File: src/logic/median_settings.svh
/* pixel, address, dimension and host widths plus sort latency */
`ifndef MEDIAN_SETTINGS_SVH
`define MEDIAN_SETTINGS_SVH

// one greyscale pixel
`define PIX_W 8

// 256 pixels per memory
`define ADDR_W 8

// frame width and height up to 16
`define DIM_W 5

// host bus word
`define HOST_W 32

// depth of the median network
`define SORT_LAT 3

`endif

File: src/logic/median_pkg.sv
/* vector typedefs plus register select and engine state enums */
`include "median_settings.svh"

package median_pkg;

    typedef logic [`PIX_W-1:0] pixel_t;
    typedef logic [`ADDR_W-1:0] ram_addr_t;
    typedef logic [`DIM_W-1:0] dim_t;
    typedef logic [`HOST_W-1:0] host_data_t;

    // two select bits above the pixel address
    typedef logic [`ADDR_W+1:0] host_addr_t;

    // position 0 is the top-left neighbour in the low bits
    typedef logic [9*`PIX_W-1:0] window_t;

    typedef enum logic [1:0] {
        SEL_PIXEL  = 2'd0,
        SEL_CTRL   = 2'd1,
        SEL_WIDTH  = 2'd2,
        SEL_HEIGHT = 2'd3
    } reg_sel_t;

    typedef enum logic [1:0] {
        ST_IDLE = 2'd0,
        ST_RUN  = 2'd1,
        ST_DONE = 2'd2
    } engine_state_t;

endpackage

File: src/logic/frame_ram.sv
/* single-port synchronous pixel memory */
`timescale 1ns/1ns
`include "median_settings.svh"

module frame_ram (
    input  logic               CLK,
    input  logic               en_i,
    input  logic               we_i,
    input  logic [`ADDR_W-1:0] addr_i,
    input  logic [`PIX_W-1:0]  wdata_i,
    output logic [`PIX_W-1:0]  rdata_o
);
    logic [`PIX_W-1:0] mem [2**`ADDR_W];

    // read data holds until the next read
    always_ff @(posedge CLK) begin
        if (en_i) begin
            if (we_i) begin
                mem[addr_i] <= wdata_i;
            end
            else begin
                rdata_o <= mem[addr_i];
            end
        end
    end

endmodule

File: src/logic/median_regs.sv
/* host register block with start, width and height registers,
   pixel select decode toward the memories and registered readback */
`timescale 1ns/1ns
`include "median_settings.svh"

module median_regs
    import median_pkg::*;
(
    input  logic       CLK,
    input  logic       RST,
    input  logic       ena_i,
    input  logic       wea_i,
    input  host_addr_t addr_i,
    input  host_data_t data_i,
    input  logic       done_i,
    input  pixel_t     res_rdata_i,
    output host_data_t data_o,
    output logic       start_o,
    output dim_t       width_o,
    output dim_t       height_o,
    output logic       host_we_o,
    output logic       host_re_o,
    output ram_addr_t  host_addr_o,
    output pixel_t     host_wdata_o
);
    reg_sel_t   sel;
    reg_sel_t   rd_sel_q;
    logic       start_q;
    dim_t       width_q;
    dim_t       height_q;
    logic       rd_done_q;
    host_data_t rd_reg_q;
    host_data_t reg_mux;

    assign sel = reg_sel_t'(addr_i[`ADDR_W +: 2]);

    // pixel accesses go on to the arbiter
    assign host_we_o    = ena_i && wea_i && (sel == SEL_PIXEL);
    assign host_re_o    = ena_i && !wea_i && (sel == SEL_PIXEL);
    assign host_addr_o  = addr_i[`ADDR_W-1:0];
    assign host_wdata_o = data_i[`PIX_W-1:0];

    always_ff @(posedge CLK or negedge RST) begin
        if (!RST) begin
            start_q  <= 1'b0;
            width_q  <= '0;
            height_q <= '0;
        end
        else if (ena_i && wea_i) begin
            case (sel)
                SEL_CTRL:   start_q  <= data_i[0];
                SEL_WIDTH:  width_q  <= data_i[`DIM_W-1:0];
                SEL_HEIGHT: height_q <= data_i[`DIM_W-1:0];
                default:    ;
            endcase
        end
    end

    always_comb begin
        case (sel)
            SEL_CTRL:   reg_mux = host_data_t'(done_i);
            SEL_WIDTH:  reg_mux = host_data_t'(width_q);
            SEL_HEIGHT: reg_mux = host_data_t'(height_q);
            default:    reg_mux = '0;
        endcase
    end

    // remember what the last read asked for
    always_ff @(posedge CLK or negedge RST) begin
        if (!RST) begin
            rd_sel_q  <= SEL_PIXEL;
            rd_done_q <= 1'b0;
            rd_reg_q  <= '0;
        end
        else if (ena_i && !wea_i) begin
            rd_sel_q  <= sel;
            rd_done_q <= done_i;
            rd_reg_q  <= reg_mux;
        end
    end

    // result pixels only visible once the frame is done
    assign data_o = (rd_sel_q == SEL_PIXEL) ?
                    (rd_done_q ? host_data_t'(res_rdata_i) : '0) : rd_reg_q;

    assign start_o  = start_q;
    assign width_o  = width_q;
    assign height_o = height_q;

endmodule

File: src/logic/ram_arbiter.sv
/* memory arbiter granting source and result memories to host or engine */
`timescale 1ns/1ns

module ram_arbiter
    import median_pkg::*;
(
    input  logic      busy_i,
    input  logic      host_we_i,
    input  logic      host_re_i,
    input  ram_addr_t host_addr_i,
    input  pixel_t    host_wdata_i,
    input  logic      eng_src_re_i,
    input  logic      eng_res_we_i,
    input  ram_addr_t eng_addr_i,
    input  pixel_t    eng_wdata_i,
    output logic      src_en_o,
    output logic      src_we_o,
    output ram_addr_t src_addr_o,
    output pixel_t    src_wdata_o,
    output logic      res_en_o,
    output logic      res_we_o,
    output ram_addr_t res_addr_o,
    output pixel_t    res_wdata_o
);
    // source memory takes host writes and engine reads
    assign src_en_o    = busy_i ? eng_src_re_i : host_we_i;
    assign src_we_o    = !busy_i && host_we_i;
    assign src_addr_o  = busy_i ? eng_addr_i : host_addr_i;
    assign src_wdata_o = host_wdata_i;

    // result memory takes engine writes and host reads
    assign res_en_o    = busy_i ? eng_res_we_i : host_re_i;
    assign res_we_o    = busy_i && eng_res_we_i;
    assign res_addr_o  = busy_i ? eng_addr_i : host_addr_i;
    assign res_wdata_o = eng_wdata_i;

endmodule

File: src/logic/filter_engine.sv
/* filter engine with control FSM, sweep counters, neighbour addressing,
   zero border and window assembly */
`timescale 1ns/1ns
`include "median_settings.svh"

module filter_engine
    import median_pkg::*;
(
    input  logic      CLK,
    input  logic      RST,
    input  logic      start_i,
    input  dim_t      width_i,
    input  dim_t      height_i,
    input  pixel_t    src_rdata_i,
    input  pixel_t    median_i,
    input  logic      median_valid_i,
    output logic      busy_o,
    output logic      done_o,
    output logic      eng_src_re_o,
    output logic      eng_res_we_o,
    output ram_addr_t eng_addr_o,
    output pixel_t    eng_wdata_o,
    output window_t   window_o,
    output logic      win_valid_o
);
    // positions past the nine reads
    localparam logic [3:0] POS_CAP  = 4'd9;
    localparam logic [3:0] POS_WAIT = 4'd10;

    engine_state_t state_q;
    dim_t          row_q;
    dim_t          col_q;
    dim_t          last_row;
    dim_t          last_col;
    ram_addr_t     row_base_q;
    ram_addr_t     row_off;
    ram_addr_t     col_off;
    ram_addr_t     rd_addr;
    logic [3:0]    pos_q;
    logic [3:0]    pos_d_q;
    logic [1:0]    rd_dy;
    logic [1:0]    rd_dx;
    logic [1:0]    cap_dy;
    logic [1:0]    cap_dx;
    logic          cap_q;
    logic          win_valid_q;
    logic          last_pixel;
    logic          off_frame;
    window_t       window_q;

    assign last_row   = height_i - dim_t'(1);
    assign last_col   = width_i - dim_t'(1);
    assign last_pixel = (row_q == last_row) && (col_q == last_col);

    assign busy_o = (state_q == ST_RUN);
    assign done_o = (state_q == ST_DONE);

    // neighbour row and column inside the 3x3 window
    assign rd_dy  = 2'(pos_q / 4'd3);
    assign rd_dx  = 2'(pos_q % 4'd3);
    assign cap_dy = 2'(pos_d_q / 4'd3);
    assign cap_dx = 2'(pos_d_q % 4'd3);

    always_comb begin
        case (rd_dy)
            2'd0:    row_off = ram_addr_t'(0) - ram_addr_t'(width_i);
            2'd2:    row_off = ram_addr_t'(width_i);
            default: row_off = '0;
        endcase
        case (rd_dx)
            2'd0:    col_off = '1;
            2'd2:    col_off = ram_addr_t'(1);
            default: col_off = '0;
        endcase
    end

    // wrapped addresses are harmless since the border is zeroed
    assign rd_addr = row_base_q + ram_addr_t'(col_q) + row_off + col_off;

    assign eng_src_re_o = busy_o && (pos_q < POS_CAP);
    assign eng_res_we_o = busy_o && median_valid_i;
    assign eng_addr_o   = eng_res_we_o ? row_base_q + ram_addr_t'(col_q) : rd_addr;
    assign eng_wdata_o  = median_i;

    always_ff @(posedge CLK or negedge RST) begin
        if (!RST) begin
            state_q    <= ST_IDLE;
            row_q      <= '0;
            col_q      <= '0;
            row_base_q <= '0;
            pos_q      <= '0;
        end
        else begin
            case (state_q)
                ST_IDLE: begin
                    row_q      <= '0;
                    col_q      <= '0;
                    row_base_q <= '0;
                    pos_q      <= '0;
                    if (start_i) begin
                        state_q <= ST_RUN;
                    end
                end
                ST_RUN: begin
                    if (median_valid_i) begin
                        pos_q <= '0;
                        if (last_pixel) begin
                            state_q <= ST_DONE;
                        end
                        else if (col_q == last_col) begin
                            col_q      <= '0;
                            row_q      <= row_q + dim_t'(1);
                            row_base_q <= row_base_q + ram_addr_t'(width_i);
                        end
                        else begin
                            col_q <= col_q + dim_t'(1);
                        end
                    end
                    else if (pos_q != POS_WAIT) begin
                        pos_q <= pos_q + 4'd1;
                    end
                end
                ST_DONE: begin
                    if (!start_i) begin
                        state_q <= ST_IDLE;
                    end
                end
                default: state_q <= ST_IDLE;
            endcase
        end
    end

    // read data arrives one cycle after the request
    always_ff @(posedge CLK or negedge RST) begin
        if (!RST) begin
            cap_q       <= 1'b0;
            pos_d_q     <= '0;
            win_valid_q <= 1'b0;
        end
        else begin
            cap_q       <= eng_src_re_o;
            pos_d_q     <= pos_q;
            win_valid_q <= busy_o && (pos_q == POS_CAP);
        end
    end

    // neighbours outside the frame read as zero
    assign off_frame = ((cap_dy == 2'd0) && (row_q == '0)) ||
                       ((cap_dy == 2'd2) && (row_q == last_row)) ||
                       ((cap_dx == 2'd0) && (col_q == '0)) ||
                       ((cap_dx == 2'd2) && (col_q == last_col));

    always_ff @(posedge CLK) begin
        if (cap_q) begin
            window_q[pos_d_q*`PIX_W +: `PIX_W] <= off_frame ? '0 : src_rdata_i;
        end
    end

    assign window_o    = window_q;
    assign win_valid_o = win_valid_q;

endmodule

File: src/logic/median_sort.sv
/* three-stage pipelined median-of-nine compare network */
`timescale 1ns/1ns
`include "median_settings.svh"

module median_sort
    import median_pkg::*;
(
    input  logic    CLK,
    input  logic    RST,
    input  window_t window_i,
    input  logic    valid_i,
    output pixel_t  median_o,
    output logic    valid_o
);
    pixel_t                lo_q [3];
    pixel_t                mid_q [3];
    pixel_t                hi_q [3];
    pixel_t                s2_lo_q;
    pixel_t                s2_mid_q;
    pixel_t                s2_hi_q;
    pixel_t                median_q;
    logic [`SORT_LAT-1:0]  vld_q;

    function automatic pixel_t min2(input pixel_t a, input pixel_t b);
        return (a < b) ? a : b;
    endfunction

    function automatic pixel_t max2(input pixel_t a, input pixel_t b);
        return (a < b) ? b : a;
    endfunction

    function automatic pixel_t med3(input pixel_t a, input pixel_t b, input pixel_t c);
        return max2(min2(a, b), min2(max2(a, b), c));
    endfunction

    // stage one sorts each window row
    always_ff @(posedge CLK) begin
        for (int r = 0; r < 3; r++) begin
            lo_q[r]  <= min2(min2(window_i[(3*r)*`PIX_W +: `PIX_W],
                                  window_i[(3*r+1)*`PIX_W +: `PIX_W]),
                             window_i[(3*r+2)*`PIX_W +: `PIX_W]);
            mid_q[r] <= med3(window_i[(3*r)*`PIX_W +: `PIX_W],
                             window_i[(3*r+1)*`PIX_W +: `PIX_W],
                             window_i[(3*r+2)*`PIX_W +: `PIX_W]);
            hi_q[r]  <= max2(max2(window_i[(3*r)*`PIX_W +: `PIX_W],
                                  window_i[(3*r+1)*`PIX_W +: `PIX_W]),
                             window_i[(3*r+2)*`PIX_W +: `PIX_W]);
        end
    end

    // stage two works down the columns
    always_ff @(posedge CLK) begin
        s2_lo_q  <= max2(max2(lo_q[0], lo_q[1]), lo_q[2]);
        s2_mid_q <= med3(mid_q[0], mid_q[1], mid_q[2]);
        s2_hi_q  <= min2(min2(hi_q[0], hi_q[1]), hi_q[2]);
    end

    // stage three picks the diagonal median
    always_ff @(posedge CLK) begin
        median_q <= med3(s2_lo_q, s2_mid_q, s2_hi_q);
    end

    always_ff @(posedge CLK or negedge RST) begin
        if (!RST) begin
            vld_q <= '0;
        end
        else begin
            vld_q <= {vld_q[`SORT_LAT-2:0], valid_i};
        end
    end

    assign median_o = median_q;
    assign valid_o  = vld_q[`SORT_LAT-1];

endmodule

File: src/logic/median_filter_top.sv
/* median filter top with register block, arbiter, two frame memories,
   filter engine and median network */
`timescale 1ns/1ns

module median_filter_top
    import median_pkg::*;
(
    input  logic       CLK,
    input  logic       RST,
    input  logic       ena_i,
    input  logic       wea_i,
    input  host_addr_t addr_i,
    input  host_data_t data_i,
    output host_data_t data_o
);
    logic      start;
    dim_t      width;
    dim_t      height;
    logic      busy;
    logic      done;
    logic      host_we;
    logic      host_re;
    ram_addr_t host_addr;
    pixel_t    host_wdata;
    logic      eng_src_re;
    logic      eng_res_we;
    ram_addr_t eng_addr;
    pixel_t    eng_wdata;
    logic      src_en;
    logic      src_we;
    ram_addr_t src_addr;
    pixel_t    src_wdata;
    pixel_t    src_rdata;
    logic      res_en;
    logic      res_we;
    ram_addr_t res_addr;
    pixel_t    res_wdata;
    pixel_t    res_rdata;
    window_t   window;
    logic      win_valid;
    pixel_t    median;
    logic      median_valid;

    median_regs u_regs (
        .CLK(CLK), .RST(RST), .ena_i(ena_i), .wea_i(wea_i), .addr_i(addr_i),
        .data_i(data_i), .done_i(done), .res_rdata_i(res_rdata), .data_o(data_o),
        .start_o(start), .width_o(width), .height_o(height), .host_we_o(host_we),
        .host_re_o(host_re), .host_addr_o(host_addr), .host_wdata_o(host_wdata)
    );

    ram_arbiter u_arbiter (
        .busy_i(busy), .host_we_i(host_we), .host_re_i(host_re),
        .host_addr_i(host_addr), .host_wdata_i(host_wdata),
        .eng_src_re_i(eng_src_re), .eng_res_we_i(eng_res_we),
        .eng_addr_i(eng_addr), .eng_wdata_i(eng_wdata),
        .src_en_o(src_en), .src_we_o(src_we), .src_addr_o(src_addr),
        .src_wdata_o(src_wdata), .res_en_o(res_en), .res_we_o(res_we),
        .res_addr_o(res_addr), .res_wdata_o(res_wdata)
    );

    // source frame
    frame_ram u_src_ram (
        .CLK(CLK), .en_i(src_en), .we_i(src_we), .addr_i(src_addr),
        .wdata_i(src_wdata), .rdata_o(src_rdata)
    );

    // filtered frame
    frame_ram u_res_ram (
        .CLK(CLK), .en_i(res_en), .we_i(res_we), .addr_i(res_addr),
        .wdata_i(res_wdata), .rdata_o(res_rdata)
    );

    filter_engine u_engine (
        .CLK(CLK), .RST(RST), .start_i(start), .width_i(width), .height_i(height),
        .src_rdata_i(src_rdata), .median_i(median), .median_valid_i(median_valid),
        .busy_o(busy), .done_o(done), .eng_src_re_o(eng_src_re),
        .eng_res_we_o(eng_res_we), .eng_addr_o(eng_addr), .eng_wdata_o(eng_wdata),
        .window_o(window), .win_valid_o(win_valid)
    );

    median_sort u_sort (
        .CLK(CLK), .RST(RST), .window_i(window), .valid_i(win_valid),
        .median_o(median), .valid_o(median_valid)
    );

endmodule

File: config.mk
export PLATFORM = sky130hd
export DESIGN_NAME = median_filter_top
export DESIGN_NICKNAME = d
export VERILOG_FILES = /design/src/logic/median_pkg.sv /design/src/logic/frame_ram.sv /design/src/logic/median_regs.sv /design/src/logic/ram_arbiter.sv /design/src/logic/filter_engine.sv /design/src/logic/median_sort.sv /design/src/logic/median_filter_top.sv
export VERILOG_INCLUDE_DIRS = /design/src /design/src/logic
export SDC_FILE = /design/constraint.sdc
export NUM_CORES = 2
export LEC_CHECK = 0
export ABC_AREA = 1
export ABC_CLOCK_PERIOD_IN_PS = 8140
export BUFFER_PORTS_ARGS = -buffer_cell sky130_fd_sc_hd__buf_2
export CAP_MARGIN = 20
export CORE_MARGIN = 3
export CORE_UTILIZATION = 54
export CTS_CLUSTER_DIAMETER = 60
export CTS_CLUSTER_SIZE = 28
export DETAILED_ROUTE_END_ITERATION = 7
export PLACE_DENSITY = 0.69
export REMOVE_ABC_BUFFERS = 1
export SETUP_SLACK_MARGIN = 0.02
export SLEW_MARGIN = 0
export SYNTH_ARGS = -nofsm -noshare
export SYNTH_HDL_FRONTEND = slang
export SYNTH_MEMORY_MAX_BITS = 65536
export SYNTH_SLANG_ARGS = --single-unit
File: constraint.sdc
create_clock -name CLK -period 8.14 [get_ports CLK]
set_input_delay 0.407 -clock CLK [delete_from_list [all_inputs] [get_ports CLK]]
set_output_delay 0.407 -clock CLK [all_outputs]
set_load 0.01 [all_outputs]
**After elaboration in Yosys (flattened, before gate mapping)**

Memories as Yosys holds them, arrays and structs flattened. A register that Yosys moved wholly into a read port is not among the register bits.
Index checks and enable logic that the tools add are counted.

- Divide/modulo/power cells: 4
- $lt $le $gt $ge: 23
- Reduce and logical (&&, ||, !) cells: 38
- Shift-type cells: 2
- Bitwise operators: 2
- Eq/ne operators: 20
- Multiplexer cells: 67
- Add/sub/neg operators: 11

Operator list:

| kind | number |
|---|---|
| 2-to-1 mux 8 bit | 37 |
| less-than comparator 8 bit | 22 |
| bitwise mux 72 bit | 1 |
| variable shift 8 x 34 -> 72 bit, first input constant | 1 |
| variable part select 8 x 34 -> 72 bit | 1 |
| one-hot mux 8 bit (2 select lines) | 3 |
| negator 7 -> 34 bit | 1 |
| 2-to-1 mux 32 bit | 1 |
| 2-to-1 mux 5 bit | 6 |
| one-hot mux 5 bit (2 select lines) | 2 |
| adder 8 x 5 -> 8 bit | 2 |
| adder 8 bit | 2 |
| one-hot mux 5 bit (3 select lines) | 1 |
| equality test 2 bit, second input constant | 7 |
| logical AND 1 bit | 14 |
| zero test 2 bit | 7 |
| AND reduction 2 bit | 6 |
| adder 5 x 1 -> 5 bit, second input constant | 2 |
| equality test 5 bit | 2 |
| zero test 5 bit | 2 |
| subtractor 5 x 1 -> 5 bit, second input constant | 2 |
| divider 4 x 2 -> 4 bit, second input constant | 2 |
| modulo 4 x 2 -> 4 bit, second input constant | 2 |
| 2-to-1 mux 1 bit | 8 |
| 19 further kinds | 33 |

- Register bits after elaboration: 183
- Memories kept: 5
- Output and inout bits: 32
- Memory bits (writable): 4168
- Word-level logic and storage cells: 192
- Input bits: 46

Memory list:

| memory | depth | width | rd ports | clocked after memory_dff | write ports | line | text |
|---|---|---|---|---|---|---|---|
| u_res_ram.mem | 256 | 8 | 1 | 1 | 1 | frame_ram.sv:13 | `` logic [`PIX_W-1:0] mem [2**`ADDR_W]; `` |
| u_src_ram.mem | 256 | 8 | 1 | 1 | 1 | frame_ram.sv:13 |  |
| u_sort.hi_q | 3 | 8 | 3 | 0 | 3 | median_sort.sv:17 | `pixel_t hi_q [3];` |
| u_sort.lo_q | 3 | 8 | 3 | 0 | 3 | median_sort.sv:15 | `pixel_t lo_q [3];` |
| u_sort.mid_q | 3 | 8 | 3 | 0 | 3 | median_sort.sv:16 | `pixel_t mid_q [3];` |

**Longest topological paths before layout**

- Word-level depth: 9
- Gate-level depth with buffers: 37
- Gate-level depth less buffers: 35

**By module**

A second synthesis with hierarchy kept.

- Cells, all modules: 18180
- Area, all modules: 186304.9 um^2

By module, submodules not included:

| module | cells an instance | sequential area each (um^2) | area each (um^2) | instances |
|---|---|---|---|---|
| frame_ram | 7960 | 61739.2 | 84835.1 | 2 |
| median_sort | 1345 | 2157.1 | 8899.8 | 1 |
| filter_engine | 691 | 2912.8 | 6137.1 | 1 |
| median_regs | 166 | 475.5 | 1280.0 | 1 |
| ram_arbiter | 58 | 0.0 | 317.8 | 1 |

**Worst setup path after synthesis**

Ideal clock, no wire load.

- Kind: register to register
- From: register u_engine.pos_q[2]
- To: memory u_res_ram.mem[103][0] in the netlist's numbering (enable)
- Buffers on the path: 3
- Cell stages (with the launch flop): 30
- Required time: 7.757 ns
- Setup time: 0.383 ns
- Clock period less this slack: 6.065 ns
- Data arrival time: 5.681 ns
- Path slack: 2.075 ns
- Cells stage by stage: dfrtp_1 -> inv_1 -> nor2_1 -> ha_1 -> inv_1 -> ha_1 -> nand2_1 -> xor2_1 -> inv_1 -> ha_1 -> o21bai_1 -> a21oi_1 -> nand3_1 -> nand2_1 -> inv_1 -> fa_1 -> inv_1 -> ha_1 -> fa_1 -> inv_1 -> a221oi_4 -> inv_2 -> nor2_4 -> inv_2 -> buf_2 -> buf_2 -> nor2_4 -> inv_2 -> clkbuf_1 -> nor3_1

- Longest elaborated chain between the ends: 7
- Elaborated cells between the ends (all ways): 12
- Classes of those cells: 2 x add/sub; 2 x div; 2 x eq/ne; 4 x mux; 2 x reduce/logical

RTL lines:

| element | line | text |
|---|---|---|
| from (decl) | filter_engine.sv:39 | `logic [3:0] pos_q;` |
| from (signal assigned) | filter_engine.sv:120 | `pos_q <= pos_q + 4'd1;` |
| divider 4 x 2 -> 4 bit | filter_engine.sv:59 | `assign rd_dy = 2'(pos_q / 4'd3);` |
| equality test 2 bit or zero test 2 bit (tied branches) | filter_engine.sv:65 | `case (rd_dy)` |
| one-hot mux 8 bit (2 select lines) | filter_engine.sv:65 |  |
| adder 8 bit | filter_engine.sv:78 | `assign rd_addr = row_base_q + ram_addr_t'(col_q) + row_off + col_off;` |
| adder 8 bit * | filter_engine.sv:78 |  |
| 2-to-1 mux 8 bit * | filter_engine.sv:82 | `assign eng_addr_o = eng_res_we_o ? row_base_q + ram_addr_t'(col_q) : rd_addr;` |
| 2-to-1 mux 8 bit * | ram_arbiter.sv:34 | `assign res_addr_o = busy_i ? eng_addr_i : host_addr_i;` |
| to (decl) | frame_ram.sv:13 |  |

Every way passes the cells marked *; elsewhere a longest branch is shown, timed or not.

**Worst setup path in the final report**

- From: register u_engine.pos_q[2]
- To: register u_src_ram.rdata_o[3], read port of u_src_ram.mem, data pin

- Longest elaborated chain between the ends: 7
- Elaborated cells between the ends (all ways): 16
- Classes of those cells: 2 x add/sub; 2 x div; 1 x order compare; 2 x eq/ne; 5 x mux; 4 x reduce/logical

RTL lines:

| element | line | text |
|---|---|---|
| divider 4 x 2 -> 4 bit | filter_engine.sv:59 |  |
| equality test 2 bit or zero test 2 bit (tied branches) | filter_engine.sv:65 |  |
| one-hot mux 8 bit (2 select lines) | filter_engine.sv:65 |  |
| adder 8 bit (2 in series) | filter_engine.sv:78 |  |
| 2-to-1 mux 8 bit | filter_engine.sv:82 |  |
| 2-to-1 mux 8 bit | ram_arbiter.sv:28 | `assign src_addr_o = busy_i ? eng_addr_i : host_addr_i;` |
| to (decl) | frame_ram.sv:11 | `` output logic [`PIX_W-1:0] rdata_o `` |

Several ways; a longest one is shown, not always the timed one.
A chain may end at the register's enable or synchronous reset.

==> results.md <==
* Clk Tree Root Cell: sky130_fd_sc_hd__clkbuf_16
* Met3 track utilization from global routing at 4.71%
* Pin count of the biggest net entering global routing at just under 200
* Required time at the endpoint of the critical path at between 8 and 9 ns
* FF+latch count, synth at approximately 4.3k
* Max-capacitance violation count at 0
* Final Max Tran Viols at 0
* Clock tree from TritonCTS: done
* Number of DRC markers after the initial detailed-route iteration at about 15k
* Post-detail-place hpwl at 276,000 um
* Number of different library cells in the post-synthesis netlist at 55
* Antenna-violating nets left at 0
* M1 GR Usage at between 30% and 40%
* Die height at 570 um
* Proportion of register bits with asynchronous set or reset after synthesis at 1.20%
* Reg2Reg Capture Point: u_src_ram.rdata_o[3]$_DFFE_PP_
* Synth Instances at 11.9k
* Number of rows created at floorplan at slightly above 200
* Signed area change from the synthesized netlist to the final layout at 10.1%
* Most used routing layer: met2
* Number of gates resized after CTS at 0
* Met2 Track Usage GR at 44.2%
* Count of filler cells inserted in the layout at 23.3k
* Syn avg cell area at 14.4 sq um
* Part of the Yosys area used for sequential elements at 75.2%
* Net count reported at finish at 12.5k
* Maximum clock frequency at 132 MHz
* Status: complete, no violations
* Fraction of final layout cells sized beyond drive strength 1 at a little over a tenth
* Post-CTS setup buffers at 0
* Routed len/inst at 28.0 um
* Critical Path Max Stage Delay at ~0.66 ns
* Initial antenna violation count at 20
* First-pass GRT wire length at slightly below 700,000 um
* Leading cell types in the layout, fill and taps excluded: 4,184 x sky130_fd_sc_hd__edfxtp_1, 2,048 x sky130_fd_sc_hd__a22oi_1, 1,269 x sky130_fd_sc_hd__nand2_1, 1,065 x sky130_fd_sc_hd__a21oi_1, 651 x sky130_fd_sc_hd__buf_4
* DRC Markers at 0
* Horizontal extent of the die at 570 um
* Startpoint types: register
* Worst Setup End Kind: register
* Final period util at 92.8%
* Final critical-path setup slack at 0.589 ns
* Count of warnings emitted by yosys at 0
* Hold Vio Cnt, Final at 0
* Via density per instance at approximately 6.5
* Hold crit path type: in2async
* Slew @ Worst Pin at ~1.4 ns
* Hold-fix buffers, CTS at 9
* Via count of the first global-routing pass at roughly 100k
* Startpoint of the worst register-to-register path: u_engine.pos_q[2]$_DFFE_PN0P_
* Synth area leader: sky130_fd_sc_hd__edfxtp_1
* Deepest clock path buffer count at 4
* Port Buf Inserts at 29
* Setup CP Type: reg2reg
* Total overflow reported by the global router at 0
* CP max FO at 89
* Final Skew at 0.0826 ns
* Final non-filler cell total at 16.6k
* # clock sinks at 4,340
* Initial cell density of the core at 54.4%
* First-pass DRT Iterations at 8
* Most common cell after layout, fill and taps aside: sky130_fd_sc_hd__edfxtp_1
* Worst-Skew Late Latency at 0.95 ns
* Register-to-register setup slack at between 0.5 and 0.6 ns
* Setup TNS at 0 ns
* DP Worst Slack at 0.717 ns
* Placed cell count at between 15k and 20k
* Via total after detailed routing at 107k
* Global-route usage over all layers at 27.9%
* Number of enable-type register cells in the synthesized netlist at 4,184
* Reg2Reg Depth at 35
* Most common flop cell mapped by yosys: sky130_fd_sc_hd__edfxtp_1
* GP Congestion at between 0.8 and 0.9
* Worst path most repeated cell: sky130_fd_sc_hd__nand2_1
* Clock transition at the registers of the reported paths at 0.10 ns
* Number of primary I/O pins at 78
* Worst slew slack as a fraction of its limit at 5.81%
* Syn Std Cell Area at approximately 0.17 sq mm
* H-tree lvl count at 4
* RSZ-0062 raised after global routing: no
* Number of buffers added by the clock tree synthesis step at 240
* Cells taking the most area after synthesis: sky130_fd_sc_hd__edfxtp_1 73%, sky130_fd_sc_hd__a22oi_1 9.0%, sky130_fd_sc_hd__a21oi_1 3.1%
* Data arrival time of the critical path at 8.23 ns
* Total length of routed wires at 464,000 um
* Final-report setup violation count at 0
* Yosys top cell area share at 73.2%
* Slowest cell on the critical path: sky130_fd_sc_hd__inv_8
* Core outline area at 0.315 sq mm
* Clock period minus worst slack at ~7.6 ns
* DIE AREA at roughly 0.32 sq mm
-- state kept, by name, indices dropped and copies added (netlist names), 24 cells and up --
signal / flops
u_engine.window_o: 72
u_sort.mid_q: 24
u_src_ram.mem: 2048
u_sort.hi_q: 24
u_res_ram.mem: 2048
u_sort.lo_q: 24
-- stage by stage --
stage / area (sq um) / hold WS (ns) / util (%)
global placement: 180000 / 0.336 / 57.0
detailed placement: 180000 / 0.339 / 57.1
CTS: 189000 / 0.0567 / 59.8
floorplan: 168000 / 0.111 / -
finish: 189000 / 0.117 / 59.9
global route: 189000 / 0.160 / 59.9
-- Yosys cell counts, types with 8 or more instances --
cell type and instances:
sky130_fd_sc_hd__edfxtp_1 4184, sky130_fd_sc_hd__a22oi_1 2048, sky130_fd_sc_hd__nand2_1 1271, sky130_fd_sc_hd__a21oi_1 1065, sky130_fd_sc_hd__nor2_1 548, sky130_fd_sc_hd__nor3_1 407
sky130_fd_sc_hd__clkbuf_1 357, sky130_fd_sc_hd__buf_2 345, sky130_fd_sc_hd__inv_1 326, sky130_fd_sc_hd__o21ai_0 257, sky130_fd_sc_hd__ha_1 190, sky130_fd_sc_hd__nand4_1 168
sky130_fd_sc_hd__or2_1 141, sky130_fd_sc_hd__nand3_1 136, sky130_fd_sc_hd__dfxtp_1 104, sky130_fd_sc_hd__buf_1 57, sky130_fd_sc_hd__dfrtp_1 52, sky130_fd_sc_hd__buf_4 39
sky130_fd_sc_hd__inv_2 30, sky130_fd_sc_hd__o21ai_1 26, sky130_fd_sc_hd__or2_0 23, sky130_fd_sc_hd__nor2_4 19, sky130_fd_sc_hd__xor2_1 19, sky130_fd_sc_hd__or2_2 18
sky130_fd_sc_hd__a211oi_1 15, sky130_fd_sc_hd__o22ai_1 11, sky130_fd_sc_hd__fa_1 9, sky130_fd_sc_hd__and2_1 8, sky130_fd_sc_hd__o211ai_1 8
-- how the worst max path moves through the flow --
stage                                  start                              end  slack [ns]  depth (start not counted)
6_report       u_engine.pos_q[2]$_DFFE_PN0P_   u_src_ram.rdata_o[3]$_DFFE_PP_        0.59                         35
5_1_grt        u_engine.pos_q[2]$_DFFE_PN0P_   u_src_ram.rdata_o[1]$_DFFE_PP_        0.21                         36
4_1_cts        u_engine.pos_q[2]$_DFFE_PN0P_   u_res_ram.mem[62][6]$_DFFE_PP_        0.63                         31
3_5_place_dp   u_engine.pos_q[2]$_DFFE_PN0P_   u_res_ram.mem[62][0]$_DFFE_PP_        0.72                         31
3_3_place_gp   u_engine.pos_q[2]$_DFFE_PN0P_   u_src_ram.rdata_o[3]$_DFFE_PP_        0.72                         35
2_1_floorplan  u_engine.pos_q[2]$_DFFE_PN0P_  u_src_ram.mem[102][0]$_DFFE_PP_       -9.03                         25
-- cell type report --
type	count	area, sq um	area share (%)
clock buffers	251	6070	3.21
multi-input cells	6463	37700	20.0
well taps	4160	5200	2.75
clock inverters	187	2400	1.27
repair buffers	812	7010	3.71
diodes	18	45.0	0.0238
inverters	362	1420	0.752
flip-flops and latches	4340	129000	68.3
-- layer usage --
metal / wire, um / vias up
met3: 45900 / 953
met1: 176000 / 53300
li1: - / 46600
met5: 85 / -
met4: 22600 / 14
met2: 219000 / 6202
-- worst max-delay path: cells and delay by family, from the launching register on --
| family | cells | cell delay (ns) |
|---|---|---|
| and+or+nand+nor | 14 | 2.15 |
| buffers and inverters | 9 | 1.76 |
| adders and majority gates | 6 | 1.70 |
| AOI/OAI and AO/OA | 5 | 0.90 |
| DFF | 1 | 0.46 |
| xor gates and xnor gates | 1 | 0.23 |
-- cells by family after synthesis --
group | share of synthesized area, %
buffers and inverters | 2.92
AO/OA/AOI/OAI | 13.2
XOR/XNOR | 0.133
other | 0.00219
flip-flops | 75.2
adder cells (fa/ha/maj) | 1.49
AND/OR/NAND/NOR | 7.10
Power is not shown: default switching activity piles up to over one toggle a cycle in this logic, so the estimate is an artifact.
